## src/parse_consts.svh

```systemverilog
`ifndef PARSE_CONSTS_SVH
`define PARSE_CONSTS_SVH
`default_nettype none

// memory word and logging unit geometry
`define AXI_WIDTH                64
`define PACKET_ALIGNMENT         8
`define LOGGING_UNIT_WIDTH       248
`define OFFSET_WIDTH             8

// derived sizes, must stay in step with the four above
`define ALIGN_BITS               3
`define AXI_OFFSET_WIDTH         6
`define ALIGNED_OFFSET_WIDTH     5
`define AXI_ALIGNED_WIDTH        8
`define AXI_ALIGNED_OFFSET_WIDTH 3
`define NUM_AXI                  4

// trace length input and the counters sized from it
`define REPLAY_BITS_WIDTH        32
`define PKT_CNT_WIDTH            29
`define AXI_CNT_WIDTH            26

// elaboration error if any derived size disagrees with the base geometry
`define PARSE_WIDTH_CHECK \
    if (`OFFSET_WIDTH != $clog2(`LOGGING_UNIT_WIDTH + 1)) begin : g_bad_offset_width \
        $error("OFFSET_WIDTH does not match LOGGING_UNIT_WIDTH"); \
    end \
    if (`AXI_OFFSET_WIDTH >= `OFFSET_WIDTH) begin : g_bad_unit_size \
        $error("logging unit must be wider than one memory word"); \
    end \
    if ((`LOGGING_UNIT_WIDTH % `PACKET_ALIGNMENT) != 0 || \
        (`AXI_WIDTH % `PACKET_ALIGNMENT) != 0) begin : g_bad_alignment \
        $error("unit or word width is not a multiple of the alignment"); \
    end \
    if (`ALIGN_BITS != $clog2(`PACKET_ALIGNMENT) || \
        `AXI_OFFSET_WIDTH != $clog2(`AXI_WIDTH) || \
        `AXI_ALIGNED_WIDTH != `AXI_WIDTH / `PACKET_ALIGNMENT || \
        `AXI_ALIGNED_OFFSET_WIDTH != $clog2(`AXI_ALIGNED_WIDTH) || \
        `ALIGNED_OFFSET_WIDTH != $clog2(`LOGGING_UNIT_WIDTH / `PACKET_ALIGNMENT) || \
        `NUM_AXI != (`LOGGING_UNIT_WIDTH - 1) / `AXI_WIDTH + 1) begin : g_bad_derived \
        $error("derived alignment or word counts are inconsistent"); \
    end \
    if (`PKT_CNT_WIDTH != `REPLAY_BITS_WIDTH - `ALIGN_BITS || \
        `AXI_CNT_WIDTH != `REPLAY_BITS_WIDTH - `AXI_OFFSET_WIDTH) begin : g_bad_counters \
        $error("trace counter widths do not follow REPLAY_BITS_WIDTH"); \
    end

`default_nettype wire
`endif

```

## src/replay_pkg.sv

```systemverilog
`include "parse_consts.svh"
`default_nettype none

// shared types of the replay trace parser
package replay_pkg;

    // one memory word as read from the input FIFO
    typedef logic [`AXI_WIDTH-1:0] axi_word_t;
    // one assembled logging unit, length field in the low byte
    typedef logic [`LOGGING_UNIT_WIDTH-1:0] log_unit_t;
    // unit length in bits, and in alignment units
    typedef logic [`OFFSET_WIDTH-1:0] unit_len_t;
    typedef logic [`ALIGNED_OFFSET_WIDTH-1:0] aligned_len_t;
    // byte-aligned position inside the low word
    typedef logic [`AXI_ALIGNED_OFFSET_WIDTH-1:0] aligned_off_t;
    typedef logic [`REPLAY_BITS_WIDTH-1:0] replay_bits_t;
    typedef logic [`PKT_CNT_WIDTH-1:0] pkt_cnt_t;

    typedef enum logic {HI_EMPTY, HI_FULL} hi_state_t;
    typedef enum logic [1:0] {LO_EMPTY, LO_HEADER, LO_BODY} lo_state_t;
    typedef enum logic [1:0] {ASM_WAIT_HEADER, ASM_WAIT_BODY, ASM_DONE} asm_state_t;

endpackage

`default_nettype wire

```

## src/replay_hi_stage.sv

```systemverilog
`include "parse_consts.svh"
`default_nettype none

// high half of the shifting buffer
// holds the word behind the low half and supplies the final zero pad
module replay_hi_stage
    import replay_pkg::*;
(
    input  wire logic         clk,
    input  wire logic         sync_rst_n,
    input  wire axi_word_t    in_data,
    input  wire logic         in_empty,
    input  wire logic         out_almfull,
    input  wire replay_bits_t replay_bits,
    input  wire logic         hi_lo_shift,
    output logic              in_rd_en,
    output logic              hi_full,
    output logic              hi_pad_last,
    output axi_word_t         hi_word
);

    hi_state_t                 hi_state;
    hi_state_t                 hi_state_next;
    logic                      pad_load;
    replay_bits_t              bits_round;
    logic [`AXI_CNT_WIDTH-1:0] axi_total;
    logic [`AXI_CNT_WIDTH-1:0] axi_cnt;

    // read when the half is free or is moving down this cycle
    // almost-full only throttles here, nothing downstream stalls
    assign in_rd_en = !in_empty && !out_almfull && (!hi_full || hi_lo_shift);
    assign hi_full = (hi_state == HI_FULL);

    always_ff @(posedge clk) begin
        if (!sync_rst_n) begin
            hi_state <= HI_EMPTY;
        end else begin
            hi_state <= hi_state_next;
        end
    end

    always_comb begin
        hi_state_next = hi_state;
        case (hi_state)
            HI_EMPTY: begin
                if (in_rd_en) begin
                    hi_state_next = HI_FULL;
                end
            end
            HI_FULL: begin
                // empties only when neither a read nor the pad refills it
                if (hi_lo_shift && !in_rd_en && !hi_pad_last) begin
                    hi_state_next = HI_EMPTY;
                end
            end
            default: begin
                hi_state_next = HI_EMPTY;
            end
        endcase
    end

    // words spanned by the trace, rounded up
    assign bits_round = replay_bits + replay_bits_t'(`AXI_WIDTH - 1);
    assign axi_total = bits_round[`REPLAY_BITS_WIDTH-1:`AXI_OFFSET_WIDTH];

    // last real word is in this half and the pad is still owed
    assign hi_pad_last = hi_full && (axi_cnt != '0) && (axi_cnt == axi_total);
    assign pad_load = hi_lo_shift && hi_pad_last;

    // pad load counts as one more word, so the pad goes in only once
    always_ff @(posedge clk) begin
        if (!sync_rst_n) begin
            axi_cnt <= '0;
        end else if (in_rd_en || pad_load) begin
            axi_cnt <= axi_cnt + 1'b1;
        end
    end

    always_ff @(posedge clk) begin
        if (in_rd_en) begin
            hi_word <= in_data;
        end else if (pad_load) begin
            hi_word <= '0;
        end
    end

endmodule

`default_nettype wire

```

## src/replay_lo_stage.sv

```systemverilog
`include "parse_consts.svh"
`default_nettype none

// low half of the shifting buffer
// walks the units at byte offsets and hands one word window per cycle onward
module replay_lo_stage
    import replay_pkg::*;
(
    input  wire logic         clk,
    input  wire logic         sync_rst_n,
    input  wire replay_bits_t replay_bits,
    input  wire logic         hi_full,
    input  wire axi_word_t    hi_word,
    output logic              hi_lo_shift,
    output logic              lo_out,
    output axi_word_t         lo_out_data,
    output aligned_len_t      lo_remain_len
);

    // offset plus remaining length can exceed either width alone
    localparam int EXH_W = `ALIGNED_OFFSET_WIDTH + `AXI_ALIGNED_OFFSET_WIDTH;

    lo_state_t    lo_state;
    lo_state_t    lo_state_next;
    axi_word_t    lo_word;
    logic [2*`AXI_ALIGNED_WIDTH-1:0][`PACKET_ALIGNMENT-1:0] shift_buf;
    aligned_off_t lo_valid_off;
    aligned_len_t lo_remain_len_q;
    logic         lo_empty;
    logic         lo_exhaust;
    logic         lo_valid_satisfied;
    pkt_cnt_t     pkt_total;
    pkt_cnt_t     pkt_cnt;
    logic         lo_replay_done;

    // window of one word starting at the current aligned offset
    assign shift_buf = {hi_word, lo_word};
    assign lo_out_data = shift_buf[lo_valid_off +: `AXI_ALIGNED_WIDTH];
    assign lo_empty = (lo_state == LO_EMPTY);

    // header state decodes the length field, body state uses what is left
    always_comb begin
        case (lo_state)
            LO_HEADER: lo_remain_len = lo_out_data[`ALIGN_BITS +: `ALIGNED_OFFSET_WIDTH];
            LO_BODY:   lo_remain_len = lo_remain_len_q;
            default:   lo_remain_len = '0;
        endcase
    end

    // everything valid in the low word has gone out with this window
    assign lo_exhaust = (EXH_W'(lo_remain_len) + EXH_W'(lo_valid_off)) >=
                        EXH_W'(`AXI_ALIGNED_WIDTH);
    // the current unit ends within this window
    assign lo_valid_satisfied = (lo_remain_len <= aligned_len_t'(`AXI_ALIGNED_WIDTH));

    assign pkt_total = replay_bits[`REPLAY_BITS_WIDTH-1:`ALIGN_BITS];
    assign lo_replay_done = (pkt_cnt == pkt_total);

    // high half must be full so the window never crosses into stale data
    assign lo_out = hi_full && !lo_empty && !lo_replay_done;
    assign hi_lo_shift = hi_full && (lo_empty || (lo_out && lo_exhaust));

    always_ff @(posedge clk) begin
        if (!sync_rst_n) begin
            lo_state <= LO_EMPTY;
        end else begin
            lo_state <= lo_state_next;
        end
    end

    always_comb begin
        lo_state_next = lo_state;
        case (lo_state)
            LO_EMPTY: begin
                if (hi_lo_shift) begin
                    lo_state_next = LO_HEADER;
                end
            end
            LO_HEADER, LO_BODY: begin
                if (hi_lo_shift) begin
                    // unit done means next header, else the body carries on
                    lo_state_next = lo_valid_satisfied ? LO_HEADER : LO_BODY;
                end else if (lo_out) begin
                    // no exhaust, so the unit closed inside the low word
                    lo_state_next = LO_HEADER;
                end
            end
            default: begin
                lo_state_next = LO_EMPTY;
            end
        endcase
    end

    // offset advances by the unit tail, modulo one word
    // a body that continues keeps its offset in the next word
    always_ff @(posedge clk) begin
        if (!sync_rst_n) begin
            lo_valid_off <= '0;
        end else if (lo_empty) begin
            lo_valid_off <= '0;
        end else if (lo_out && lo_valid_satisfied) begin
            lo_valid_off <= lo_valid_off + lo_remain_len[`AXI_ALIGNED_OFFSET_WIDTH-1:0];
        end
    end

    // a full word of the unit went out, keep the rest for the body
    always_ff @(posedge clk) begin
        if (hi_lo_shift && !lo_empty && !lo_valid_satisfied) begin
            lo_remain_len_q <= lo_remain_len - aligned_len_t'(`AXI_ALIGNED_WIDTH);
        end
    end

    // aligned packets passed on so far
    always_ff @(posedge clk) begin
        if (!sync_rst_n) begin
            pkt_cnt <= '0;
        end else if (lo_out) begin
            pkt_cnt <= pkt_cnt + (lo_valid_satisfied ? pkt_cnt_t'(lo_remain_len) :
                                                       pkt_cnt_t'(`AXI_ALIGNED_WIDTH));
        end
    end

    always_ff @(posedge clk) begin
        if (hi_lo_shift) begin
            lo_word <= hi_word;
        end
    end

endmodule

`default_nettype wire

```

## src/unit_assembler.sv

```systemverilog
`include "parse_consts.svh"
`default_nettype none

// collects word windows into a logging unit, one write strobe per unit
module unit_assembler
    import replay_pkg::*;
(
    input  wire logic         clk,
    input  wire logic         sync_rst_n,
    input  wire logic         lo_out,
    input  wire axi_word_t    lo_out_data,
    input  wire aligned_len_t lo_remain_len,
    output log_unit_t         out_data,
    output logic              out_wr_en
);

    localparam int CNT_W = $clog2(`NUM_AXI + 1);
    localparam int IDX_W = $clog2(`NUM_AXI);

    asm_state_t asm_state;
    asm_state_t asm_state_next;
    logic       asm_valid;
    axi_word_t  asm_data;
    unit_len_t  asm_len;
    logic [`NUM_AXI-1:0][`AXI_WIDTH-1:0] trace_words;
    logic [`NUM_AXI*`AXI_WIDTH-1:0] trace_flat;
    logic [CNT_W-1:0] trace_axi_cnt;
    unit_len_t  trace_len;
    logic       head_only;
    logic       body_last;

    // register barrier from the shift buffer
    // length is scaled back to bits by appending the alignment zeros
    always_ff @(posedge clk) begin
        if (!sync_rst_n) begin
            asm_valid <= 1'b0;
        end else begin
            asm_valid <= lo_out;
        end
    end

    always_ff @(posedge clk) begin
        asm_data <= lo_out_data;
        asm_len <= {lo_remain_len, {`ALIGN_BITS{1'b0}}};
    end

    // asm_len only means something when the word carries a header
    assign head_only = (asm_len <= unit_len_t'(`AXI_WIDTH));
    // incoming body word covers the rest of the unit
    assign body_last = 32'(trace_len) <= (32'(trace_axi_cnt) + 32'd1) * 32'(`AXI_WIDTH);

    always_ff @(posedge clk) begin
        if (!sync_rst_n) begin
            asm_state <= ASM_WAIT_HEADER;
        end else begin
            asm_state <= asm_state_next;
        end
    end

    always_comb begin
        asm_state_next = asm_state;
        case (asm_state)
            ASM_WAIT_HEADER, ASM_DONE: begin
                // done lasts a single cycle, no back-pressure reaches here
                if (asm_valid) begin
                    asm_state_next = head_only ? ASM_DONE : ASM_WAIT_BODY;
                end else begin
                    asm_state_next = ASM_WAIT_HEADER;
                end
            end
            ASM_WAIT_BODY: begin
                if (asm_valid && body_last) begin
                    asm_state_next = ASM_DONE;
                end
            end
            default: begin
                asm_state_next = ASM_WAIT_HEADER;
            end
        endcase
    end

    // word count and unit length, latched from the header word
    always_ff @(posedge clk) begin
        if (!sync_rst_n) begin
            trace_axi_cnt <= '0;
            trace_len <= '0;
        end else if (asm_valid) begin
            if (asm_state == ASM_WAIT_BODY) begin
                trace_axi_cnt <= trace_axi_cnt + 1'b1;
            end else begin
                trace_axi_cnt <= CNT_W'(1);
                trace_len <= asm_len;
            end
        end
    end

    // header lands in word 0, body words follow by index
    always_ff @(posedge clk) begin
        if (asm_valid) begin
            if (asm_state == ASM_WAIT_BODY) begin
                trace_words[trace_axi_cnt[IDX_W-1:0]] <= asm_data;
            end else begin
                trace_words[0] <= asm_data;
            end
        end
    end

    // bits above the unit length may be left over from an earlier unit
    assign trace_flat = trace_words;
    assign out_data = trace_flat[`LOGGING_UNIT_WIDTH-1:0];
    assign out_wr_en = (asm_state == ASM_DONE);

endmodule

`default_nettype wire

```

## src/replay_trace_parser.sv

```systemverilog
`include "parse_consts.svh"
`default_nettype none

// replay trace parser top
// memory words in from the input FIFO, logging units out to the output FIFO
module replay_trace_parser
    import replay_pkg::*;
(
    input  wire logic         clk,
    input  wire logic         sync_rst_n,
    input  wire axi_word_t    in_data,
    input  wire logic         in_empty,
    output logic              in_rd_en,
    output log_unit_t         out_data,
    output logic              out_wr_en,
    input  wire logic         out_almfull,
    input  wire replay_bits_t replay_bits
);

    // high half towards low half
    logic         hi_full;
    axi_word_t    hi_word;
    // low half back to high half
    logic         hi_lo_shift;
    // low half towards the assembler
    logic         lo_out;
    axi_word_t    lo_out_data;
    aligned_len_t lo_remain_len;

    `PARSE_WIDTH_CHECK

    replay_hi_stage u_hi_stage (
        .clk         (clk),
        .sync_rst_n  (sync_rst_n),
        .in_data     (in_data),
        .in_empty    (in_empty),
        .out_almfull (out_almfull),
        .replay_bits (replay_bits),
        .hi_lo_shift (hi_lo_shift),
        .in_rd_en    (in_rd_en),
        .hi_full     (hi_full),
        .hi_pad_last (),
        .hi_word     (hi_word)
    );

    replay_lo_stage u_lo_stage (
        .clk           (clk),
        .sync_rst_n    (sync_rst_n),
        .replay_bits   (replay_bits),
        .hi_full       (hi_full),
        .hi_word       (hi_word),
        .hi_lo_shift   (hi_lo_shift),
        .lo_out        (lo_out),
        .lo_out_data   (lo_out_data),
        .lo_remain_len (lo_remain_len)
    );

    unit_assembler u_assembler (
        .clk           (clk),
        .sync_rst_n    (sync_rst_n),
        .lo_out        (lo_out),
        .lo_out_data   (lo_out_data),
        .lo_remain_len (lo_remain_len),
        .out_data      (out_data),
        .out_wr_en     (out_wr_en)
    );

endmodule

`default_nettype wire

```

## config.mk

```make
export PLATFORM = sky130hd
export DESIGN_NAME = replay_trace_parser
export DESIGN_NICKNAME = d
export VERILOG_FILES = /design/src/replay_pkg.sv /design/src/replay_hi_stage.sv /design/src/replay_lo_stage.sv /design/src/unit_assembler.sv /design/src/replay_trace_parser.sv
export VERILOG_INCLUDE_DIRS = /design/src
export SDC_FILE = /design/constraint.sdc
export NUM_CORES = 1
export LEC_CHECK = 0
export BUFFER_PORTS_ARGS = -buffer_cell sky130_fd_sc_hd__buf_2
export CELL_PAD_IN_SITES_DETAIL_PLACEMENT = 1
export CELL_PAD_IN_SITES_GLOBAL_PLACEMENT = 1
export CORE_MARGIN = 3
export CORE_UTILIZATION = 40
export CTS_BUF_LIST = sky130_fd_sc_hd__clkbuf_4
export DETAILED_ROUTE_END_ITERATION = 8
export GPL_ROUTABILITY_DRIVEN = 1
export PLACE_DENSITY_LB_ADDON = 0.2
export REMOVE_ABC_BUFFERS = 1
export SYNTH_ARGS = -nofsm -noshare
export SYNTH_HDL_FRONTEND = slang
export SYNTH_SLANG_ARGS = --single-unit
```

## constraint.sdc

```tcl
create_clock -name clk -period 6.1 [get_ports clk]
set_input_delay 0.61 -clock clk [delete_from_list [all_inputs] [get_ports clk]]
set_output_delay 0.61 -clock clk [all_outputs]
set_load 0.05 [all_outputs]
```

# Word-level counts from Yosys, hierarchy flattened
# Cells that the tools add are included.
# classes
shift	8
mux	21
n_eq_ne	9
order_cmp	6
n_reduce_logical	37
addsub	8
bitwise	3
# op_table
op	count
bitwise mux 256 bit	1
2-to-1 mux 64 bit	4
demux 64 bit (select 2 bit)	1
variable part select 16 x 4 -> 8 bit	8
adder 32 x 6 -> 32 bit (second input constant)	1
less-or-equal comparator 8 x 32 -> 1 bit	1
adder 29 bit	1
== test 29 bit	1
adder 26 x 1 -> 26 bit (second input constant)	1
== test 26 bit	1
nonzero test 26 bit	1
logical AND 1 bit	16
2-to-1 mux 2 bit	7
case mux 5 bit (2 select lines)	1
greater-or-equal comparator 8 x 4 -> 1 bit (second input constant)	1
less-or-equal comparator 8 x 7 -> 1 bit (second input constant)	1
zero test 1 bit	8
case mux 2 bit (2 select lines)	2
adder 5 x 3 -> 6 bit	1
AND reduction 2 bit	3
OR reduction 2 bit	3
less-or-equal comparator 5 x 4 -> 1 bit (second input constant)	1
2-to-1 mux 5 bit	1
subtractor 5 x 4 -> 5 bit (second input constant)	1
other kinds (17)	25
# word_totals
register_bits	530
input_bits	100
output_inout_bits	250

# Longest topological paths before layout
# Gate-level depths: netlist (run 1).
# depth
word_depth	14
ltp_mapped	19
ltp_nobuf	16

# Modules after synthesis
# From an unflattened synthesis (run 1), not the netlist that was laid out.
# unflattened
hier_cells	1688
area_unflattened_um2	22290.1
# by_module_without_submodules
mod	instances	cells_each	area_per_inst_um2
unit_assembler	1	464	9933.3
replay_lo_stage	1	756	7537.2
replay_hi_stage	1	468	4819.6

# Worst setup path after synthesis (run 1)
# Ideal clock, no wire load.
# synth_timing
path_type	register -> register
start	reg u_lo_stage.lo_valid_off[1]
end	reg u_lo_stage.lo_state[1]
arrival_time_ns	6.223
slack_ns	-0.201
path_stages_with_launch	16
synth_period_minus_slack_ns	6.301
setup_time_ns	0.078
required_ns	6.022
path_cell_list	dfxtp_1 -> buf_2 -> buf_1 -> mux4_2 -> mux2_2 -> a22oi_1 -> nor2b_1 -> ha_1 -> fa_1 -> a21oi_1 -> xnor2_1 -> o221a_2 -> nor2_1 -> nor2b_1 -> nand4b_1 -> a21oi_1
# synth_between
elab_chain_len	9
elab_cells_between_ends	18
# synth_lines
element	line	rtl
start, declared	replay_lo_stage.sv:27	aligned_off_t lo_valid_off;
start signal, assigned	replay_lo_stage.sv:102	lo_valid_off <= lo_valid_off + lo_remain_len[`AXI_ALIGNED_OFFSET_WIDTH-1:0];
variable part select 16 x 4 -> 8 bit (*)	replay_lo_stage.sv:38	assign lo_out_data = shift_buf[lo_valid_off +: `AXI_ALIGNED_WIDTH];
net lo_out_data[3]	replay_trace_parser.sv:27	axi_word_t lo_out_data;
case mux 5 bit (2 select lines) (*)	replay_lo_stage.sv:43	case (lo_state)
net lo_remain_len[0]	replay_trace_parser.sv:28	aligned_len_t lo_remain_len;
adder 5 x 3 -> 6 bit (*)	replay_lo_stage.sv:51	assign lo_exhaust = (EXH_W'(lo_remain_len) + EXH_W'(lo_valid_off)) >=
greater-or-equal comparator 8 x 4 -> 1 bit (*)	replay_lo_stage.sv:51	
logical AND 1 bit (*)	replay_lo_stage.sv:61	assign hi_lo_shift = hi_full && (lo_empty || (lo_out && lo_exhaust));
logical OR 1 bit (*)	replay_lo_stage.sv:61	
logical AND 1 bit (*)	replay_lo_stage.sv:61	
net hi_lo_shift	replay_trace_parser.sv:24	logic hi_lo_shift;
2-to-1 mux 2 bit (tied with other cells)	replay_lo_stage.sv:80	if (hi_lo_shift) begin
case mux 2 bit (2 select lines) or AND reduction 2 bit (tied branches)	-	
end signal, assigned	replay_lo_stage.sv:67	lo_state <= lo_state_next;
end, declared	replay_lo_stage.sv:23	lo_state_t lo_state;
# Mark *: on every way through the listed nets, which the timed path passes. The rest lies on a longest branch.
# A chain may end at the register's enable or synchronous reset.

# Worst setup path in the final report (run 1)
# layout_timing
start	reg u_lo_stage.lo_valid_off[0]
end	out in_rd_en
# layout_between
elab_chain_len	9
elab_cells_between_ends	13
# layout_lines
element	line	rtl
variable part select 16 x 4 -> 8 bit	replay_lo_stage.sv:38	
net lo_out_data[3]	replay_trace_parser.sv:27	
case mux 5 bit (2 select lines)	replay_lo_stage.sv:43	
net lo_remain_len[0]	replay_trace_parser.sv:28	
adder 5 x 3 -> 6 bit	replay_lo_stage.sv:51	
greater-or-equal comparator 8 x 4 -> 1 bit	replay_lo_stage.sv:51	
logical AND 1 bit	replay_lo_stage.sv:61	
logical OR 1 bit	replay_lo_stage.sv:61	
logical AND 1 bit	replay_lo_stage.sv:61	
logical OR 1 bit	replay_hi_stage.sv:31	assign in_rd_en = !in_empty && !out_almfull && (!hi_full || hi_lo_shift);
logical AND 1 bit	replay_hi_stage.sv:31	
end, declared	replay_trace_parser.sv:13	output logic in_rd_en,
# The timed path passes the listed nets, and every way through them passes these cells.

==> results of run 1 <==
==> cell type report <==
class,count,area share [%]
repair buffers,434,9.57
well taps,688,3.21
inverters,25,0.355
clock inverters,38,1.13
diodes,2,0.0187
clock buffers,223,6.25
flip-flops and latches,522,53.3
multi-input cells,1018,26.2
==> cell families after synthesis <==
logic type / after synthesis / share of synthesized area (%)
DFF: 522 / 65.8
adders and majority gates: 24 / 1.46
xor gates and xnor gates: 81 / 3.27
AOI/OAI and AO/OA: 230 / 6.58
and+or+nand+nor: 558 / 13.6
muxes: 125 / 7.22
buffers and inverters: 113 / 2.05
==> worst register-to-register path: stages (launching register included) <==
cell and delay [ps]:
sky130_fd_sc_hd__dfxtp_4 710, sky130_fd_sc_hd__mux4_2 600, sky130_fd_sc_hd__mux2_2 300, sky130_fd_sc_hd__a22oi_1 140
sky130_fd_sc_hd__nor2b_1 140, sky130_fd_sc_hd__ha_1 250, sky130_fd_sc_hd__fa_1 410, sky130_fd_sc_hd__a21oi_1 170
sky130_fd_sc_hd__xnor2_1 140, sky130_fd_sc_hd__o221a_2 250, sky130_fd_sc_hd__nor2_1 110, sky130_fd_sc_hd__nor4_4 420
sky130_fd_sc_hd__nor2_2 80, sky130_fd_sc_hd__buf_4 260, sky130_fd_sc_hd__or4_1 560, sky130_fd_sc_hd__a21oi_1 160
==> per-layer routing <==
| metal | share of wire, % | GRT usage, % |
|---|---|---|
| met1 | 43 | 28.0 |
| met2 | 49 | 36.2 |
| met3 | 5.4 | 6.01 |
| met4 | 2.3 | 7.73 |
| met5 | 0.021 | 0 |
==> worst max-delay path by stage <==
stage / slack (ps) / cells after the start / end
floorplan: -4030 / 12 / u_hi_stage.hi_word[0]
global placement: 1430 / 15 / u_hi_stage.axi_cnt[13]
global route: 90 / 13 / in_rd_en
CTS: 320 / 13 / in_rd_en
detailed placement: 1320 / 15 / u_hi_stage.axi_cnt[17]
finish: 510 / 13 / in_rd_en
==> cell usage in the layout, fill, tap and decap left out, drive strengths merged, types with 11 or more instances in the layout <==
cell         count
nand3           41
nor3            17
ha              22
clkbuf         223
nor2b           76
inv             23
and3            18
o31ai           11
dfxtp          141
and2            77
nand4           23
o21ai           66
dlygate4sd3     66
a21oi           85
nand2          146
clkinv          32
or3             15
xor2            27
xnor2           54
mux2i           72
edfxtp         381
nor2            85
mux2            31
nand2b          14
mux4            22
buf            368
==> timing repair <==
action,4_1_cts,5_1_grt
hold buffers,66,0
resized for setup,0,0
setup buffers,0,0
endpoints found under the hold margin,65,0
==> power groups by stage <==
stage / clock (W) / combinational (W) / sequential, W
floorplan: 0 / 0.000203 / 0.00401
global placement: 0 / 0.000356 / 0.00401
detailed placement: 0 / 0.000363 / 0.00402
CTS: 0.00348 / 0.000402 / 0.00394
global route: 0.00369 / 0.000440 / 0.00395
finish: 0.00336 / 0.000399 / 0.00394
==> registers in the layout, indices dropped and copies added (netlist names), 3 cells and up <==
register / count
u_assembler.asm_data: 64
u_assembler.asm_len: 5
u_assembler.out_data: 248
u_assembler.trace_axi_cnt: 3
u_assembler.trace_len: 5
u_hi_stage.axi_cnt: 26
u_hi_stage.hi_word: 64
u_lo_stage.lo_remain_len_q: 5
u_lo_stage.lo_valid_off: 3
u_lo_stage.lo_word: 64
u_lo_stage.pkt_cnt: 29
==> through the flow <==
| stage | total power (W) | setup WS, ps |
|---|---|---|
| CTS | 0.00782 | 323 |
| global placement | 0.00437 | 1430 |
| detailed placement | 0.00438 | 1320 |
| floorplan | 0.00422 | -4030 |
| global route | 0.00808 | 85.4 |
| finish | 0.00770 | 507 |
==> impl_metrics.toml, run 1 <==
[cts]
clk_path_buf_depth = 3
clockRootBuffer = "sky130_fd_sc_hd__clkbuf_4"
clock_transition_at_the_registers_of_the_reported_paths_ps = 70
clock_latency_ps = 960
tritoncts_clock_tree = "yes"
clock_tree_sinks = 522
cts_made_buffers = 142
htree_num_levels = 4

[final_layout]
synthesis_to_layout_area_growth_pct = 23.6
drive_gt1_share_pct = 30.8
layout.filler_cells = 5629
postLayoutCellArea_sq_mm = 0.0268
utilization_pct = 50.5
regArea_sq_mm = 0.0143
layoutNonFillerInstCount = 2950
multiInputGateArea_sq_mm = 0.00700
final_nets = 2267

[worst_hold_path]
min_path_cells = 3
timing.hold.worst_endpoint = "u_hi_stage.axi_cnt[18]"
hold_path_class = "in -> reg"
hold_start = "sync_rst_n"

[sta]
maxClockFrequency_mhz = 179
timing_worst_slew_pin_value_ps = 1070
relative_slew_margins_pct = 29.0
finalHoldViolCount = 0
rsz0062_at_grt = "no"
final_max_slew_viol_count = 0
timing.final.crit_period_ps = 5590
timing.clock.skew_ps = 65.3
setup_viol = 0
final.hold.worst_slack_ps = 174
fin_tns_setup_ps = 0
fraction_of_the_cycle_the_final_worst_path_needs_pct = 91.7

[synthesis]
ys.warnings.count = 0
postSynthCellCount = 1653
synthDistinctLibCells = 67
yosysTopAreaCell = "sky130_fd_sc_hd__edfxtp_1"
synth_sequential_area_ratio_pct = 65.8
post_synth_top_cells = "sky130_fd_sc_hd__edfxtp_1, sky130_fd_sc_hd__nand2_1, sky130_fd_sc_hd__dfxtp_1"
post_synth.cell_area_avg_sq_um = 13.1
postSynth.asyncResetShare_pct = 0
synth_ff_type = "sky130_fd_sc_hd__edfxtp_1"
top_count_cell_post_synth = "sky130_fd_sc_hd__edfxtp_1"
synth.ff_latch_count = 522
synth_edf_count = 381
synth.area.top_cells = "sky130_fd_sc_hd__edfxtp_1, sky130_fd_sc_hd__dfxtp_1, sky130_fd_sc_hd__mux2i_1, sky130_fd_sc_hd__nand2_1, sky130_fd_sc_hd__mux4_2"
synth.cell_area_sq_mm = 0.0217
yosysTopAreaCellShare_pct = 52.8

[power_and_ir_drop]
cellPowerDensity_mw_per_mm2 = 288
p_leak_nw = 10.0
p_comb_share_pct = 5.2
seq_power_share_pct = 51.2
sw_frac_of_total_pct = 23.1
vdd_drop_max_mv = 0.169
total_switching_power_w = 0.00178
clock_power_share_pct = 43.7
power.internal_w = 0.00592

[drt]
finalWirelength_microns = 62000
drt_pre_antenna_iters = 5
vias_per_cell = 5.16
route.vias.total = 15200
routedWlPerCell_microns = 21.0
detail_route.drc_violations = 0
route.antenna.remaining_nets = 0
detail_route.iter0.violations = 765

[setup_path]
crit_family = "multiplexers"
cpPeakStageDelay_ps = 710
regToRegStartpoint = "u_lo_stage.lo_valid_off[0]"
worst_setup_path_startpoint = "u_lo_stage.lo_valid_off[0]"
r2r_cells = 15
critical-path-slowest-cell = "sky130_fd_sc_hd__dfxtp_4"
setup.worst_path.start_class = "flip-flop"
cp-end-kind = "output port"
data_required_time_at_the_worst_endpoint_ps = 5490
worst_ep_arrival_time_ps = 4980
worstPathBufferInverterCount = 2
worstPathMaxFanout = 44
worstReg2RegEnd = "u_hi_stage.axi_cnt[21]"
r2r_setup_slack_ps = 1310
crit_chain = "mux4_2, mux2_2, a22oi_1, nor2b_1, ha_1, fa_1, a21oi_1, xnor2_1, o221a_2, nor2_1, nor3_4, buf_4, buf_2"
worst-setup-path-type = "reg -> out"

[place]
numPortBuffers = 349
dp_hpwl_microns = 42700
placed_cell_area_sq_mm = 0.0241
placedCellCount = 2621
place.gp.congestion = 0.855

[grt]
globalRouteOverflowTotal = 0
via_count_of_the_first_global_routing_pass = 16100
grt_antenna_before_repair = 3
grt_first_pass_wirelength_microns = 95600
pin_count_of_the_biggest_net_entering_global_routing = 103
groute.usage.overall_pct = 22.0

[die]
floorplan.core_area_sq_mm = 0.0531
floorplan.die.height_microns = 239
design.die.area_sq_mm = 0.0570
floorplan.initialDensity_pct = 40.8
rows = 84
fp.dieW_microns = 239
pin_count = 350

[flow_run]
max_cap_violations = 0

[outcome]
outcome = "completed"
Power figures use the tool's default switching activity.
==> run 2: changes to the inputs <==
--- a/config.mk
+++ b/config.mk
@@ -10,7 +10,7 @@
 export CELL_PAD_IN_SITES_DETAIL_PLACEMENT = 1
 export CELL_PAD_IN_SITES_GLOBAL_PLACEMENT = 1
 export CORE_MARGIN = 3
-export CORE_UTILIZATION = 40
+export CORE_UTILIZATION = 43
 export CTS_BUF_LIST = sky130_fd_sc_hd__clkbuf_4
 export DETAILED_ROUTE_END_ITERATION = 8
 export GPL_ROUTABILITY_DRIVEN = 1
==> run 2 against run 1 <==
Compared with the run above:
- die area fell by 6.8%
- global-route usage rose by 1.2 points
- critical path depth increased by 1
- clock skew fell by 13 ps
- sequential share of layout area is 0.085 points higher
- via count is essentially flat
- clock power fell by 3%
- flip-flop and latch count is the same
- wire length shrank 1.4%
- fmax hardly changed
- count of clock-buffer cells in the layout increased by 11
==> impl_metrics.toml, run 2 (synthesis results as in run 1) <==
[outcome]
outcome = "completed"

[cts]
clock_latency_ps = 940
htree_num_levels = 4
tritoncts_clock_tree = "yes"
cts_made_buffers = 141
clock_transition_at_the_registers_of_the_reported_paths_ps = 60
clk_path_buf_depth = 3
clockRootBuffer = "sky130_fd_sc_hd__clkbuf_4"
clock_tree_sinks = 522

[drt]
routedWlPerCell_microns = 20.9
detail_route.iter0.violations = 816
route.antenna.remaining_nets = 0
route.vias.total = 15200
drt_pre_antenna_iters = 5
finalWirelength_microns = 61200
vias_per_cell = 5.19
detail_route.drc_violations = 0

[power_and_ir_drop]
clock_power_share_pct = 42.8
power.internal_w = 0.00582
p_comb_share_pct = 5.2
cellPowerDensity_mw_per_mm2 = 284
total_switching_power_w = 0.00176
sw_frac_of_total_pct = 23.2
p_leak_nw = 10.0
vdd_drop_max_mv = 0.171
seq_power_share_pct = 52.0
total_power_w = 0.00759

[grt]
pin_count_of_the_biggest_net_entering_global_routing = 103
via_count_of_the_first_global_routing_pass = 16200
grt_antenna_before_repair = 7
grt_first_pass_wirelength_microns = 94800
globalRouteOverflowTotal = 0
groute.usage.overall_pct = 23.2

[place]
place.gp.congestion = 0.820
placed_cell_area_sq_mm = 0.0241
numPortBuffers = 349
dp_hpwl_microns = 41200

[final_layout]
synthesis_to_layout_area_growth_pct = 23.4
final_nets = 2269
largest_register_ff_count = 248
layout.cells.most_common = "sky130_fd_sc_hd__edfxtp_1"
drive_gt1_share_pct = 31.2
utilization_pct = 54.2
layout.filler_cells = 5217
multiInputGateArea_sq_mm = 0.00700
commonest_non_fill_non_tap_cells_in_the_layout = "sky130_fd_sc_hd__edfxtp_1, sky130_fd_sc_hd__buf_2, sky130_fd_sc_hd__clkbuf_4"
regArea_sq_mm = 0.0143
postLayoutCellArea_sq_mm = 0.0267

[sta]
finalHoldViolCount = 0
final_max_slew_viol_count = 0
maxClockFrequency_mhz = 179
timing.clock.skew_ps = 52.0
setup_viol = 0
fraction_of_the_cycle_the_final_worst_path_needs_pct = 91.7
timing_worst_slew_pin_value_ps = 1020
rsz0062_at_grt = "no"
relative_slew_margins_pct = 32.0
timing.final.crit_period_ps = 5590

[die]
rows = 81
floorplan.die.height_microns = 230
design.die.area_sq_mm = 0.0531
floorplan.initialDensity_pct = 43.9
pin_count = 350
floorplan.core_area_sq_mm = 0.0494
fp.dieW_microns = 230

[worst_hold_path]
hold_start = "sync_rst_n"
hold_path_class = "in -> reg"

[setup_path]
worst_ep_arrival_time_ps = 4980
worst_setup_path_startpoint = "u_lo_stage.lo_valid_off[1]"
regToRegStartpoint = "u_lo_stage.lo_valid_off[1]"
critical-path-top-cell-by-count = "sky130_fd_sc_hd__nand2_1"
cpPeakStageDelay_ps = 710
worst-setup-path-type = "reg -> out"
worstPathMaxFanout = 68
data_required_time_at_the_worst_endpoint_ps = 5490
setup.worst_path.start_class = "flip-flop"
critical-path-slowest-cell = "sky130_fd_sc_hd__dfxtp_4"
crit_chain = "buf_4, mux4_2, nand2_1, nand2_1, a22o_1, and2_1, fa_1, a21oi_1, xnor2_1, o221a_2, nor2_1, nor3_4, buf_6, buf_2"
worstPathBufferInverterCount = 3
cp-end-kind = "output port"
crit_family = "buffers and inverters"

[flow_run]
max_cap_violations = 0
[run 2: cell types whose count changed in the layout (fill, tap and decap cells not counted)]
cell,previous run,this run
sky130_fd_sc_hd__inv_6,0,4
sky130_fd_sc_hd__clkbuf_16,0,1
sky130_fd_sc_hd__buf_4,18,19
sky130_fd_sc_hd__buf_6,0,1
sky130_fd_sc_hd__inv_2,1,3
sky130_fd_sc_hd__clkbuf_4,223,234
sky130_fd_sc_hd__clkinv_2,10,3
sky130_fd_sc_hd__diode_2,2,5
sky130_fd_sc_hd__bufinv_16,5,1
sky130_fd_sc_hd__clkinv_1,21,12
[run 2: cell type report]
class,count,area share [%]
clock inverter,24,0.580
inverter,25,0.356
antenna,5,0.0468
clock buffer,234,6.57
timing repair buffer,437,9.75
multi-input combinational,1018,26.2
sequential,522,53.4
tap,664,3.11
[run 2: what timing repair did]
item                       CTS  global route
hold buffers                66             0
buffers inserted             1             1
resized for setup            0             1
hold endpoints to repair    65             0
setup endpoints to repair    1             1
[run 2: power groups by stage]
stage	logic, W	registers, W	clock network (W)
after global placement	0.000346	0.00401	0
after global routing	0.000435	0.00395	0.00357
final	0.000395	0.00394	0.00325
after floorplan	0.000203	0.00401	0
after detailed placement	0.000357	0.00402	0
after CTS	0.000396	0.00394	0.00335
[run 2: metal layers]
layer  up-vias  share of wire [%]  wire, microns  track usage, %
met5         -              0.034             21               0
met2       409                 49          29900            38.6
met3        99                5.4           3300            5.92
met1      7592                 43          26600            29.5
li1       7109                  -              -               -
met4         4                2.3           1390            7.93
[run 2: path summary, 6_finish.rpt]
kind	end	slack, ps	cells past startpoint
max	in_rd_en	510	14
min	u_hi_stage.axi_cnt[22]	190	3
max reg2reg	u_hi_stage.hi_word[33]	1180	15
min reg2reg	u_lo_stage.lo_word[59]	410	0
[run 2: stage by stage]
step | setup slack [ps] | std cells | TNS [ps] | hold WS [ps]
floorplan | -4030 | 1565 | -663110 | 400
global placement | 1040 | 2598 | 0 | 405
detailed placement | 869 | 2598 | 0 | 406
CTS | 105 | 2923 | 0 | 51.2
global route | 83.0 | 2927 | 0 | 106
finish | 509 | 2929 | 0 | 192
[run 2: worst min-delay path, cell delays in order]
cell and delay [ps]:
sky130_fd_sc_hd__buf_2 260, sky130_fd_sc_hd__nand2_1 140, sky130_fd_sc_hd__mux2i_1 50
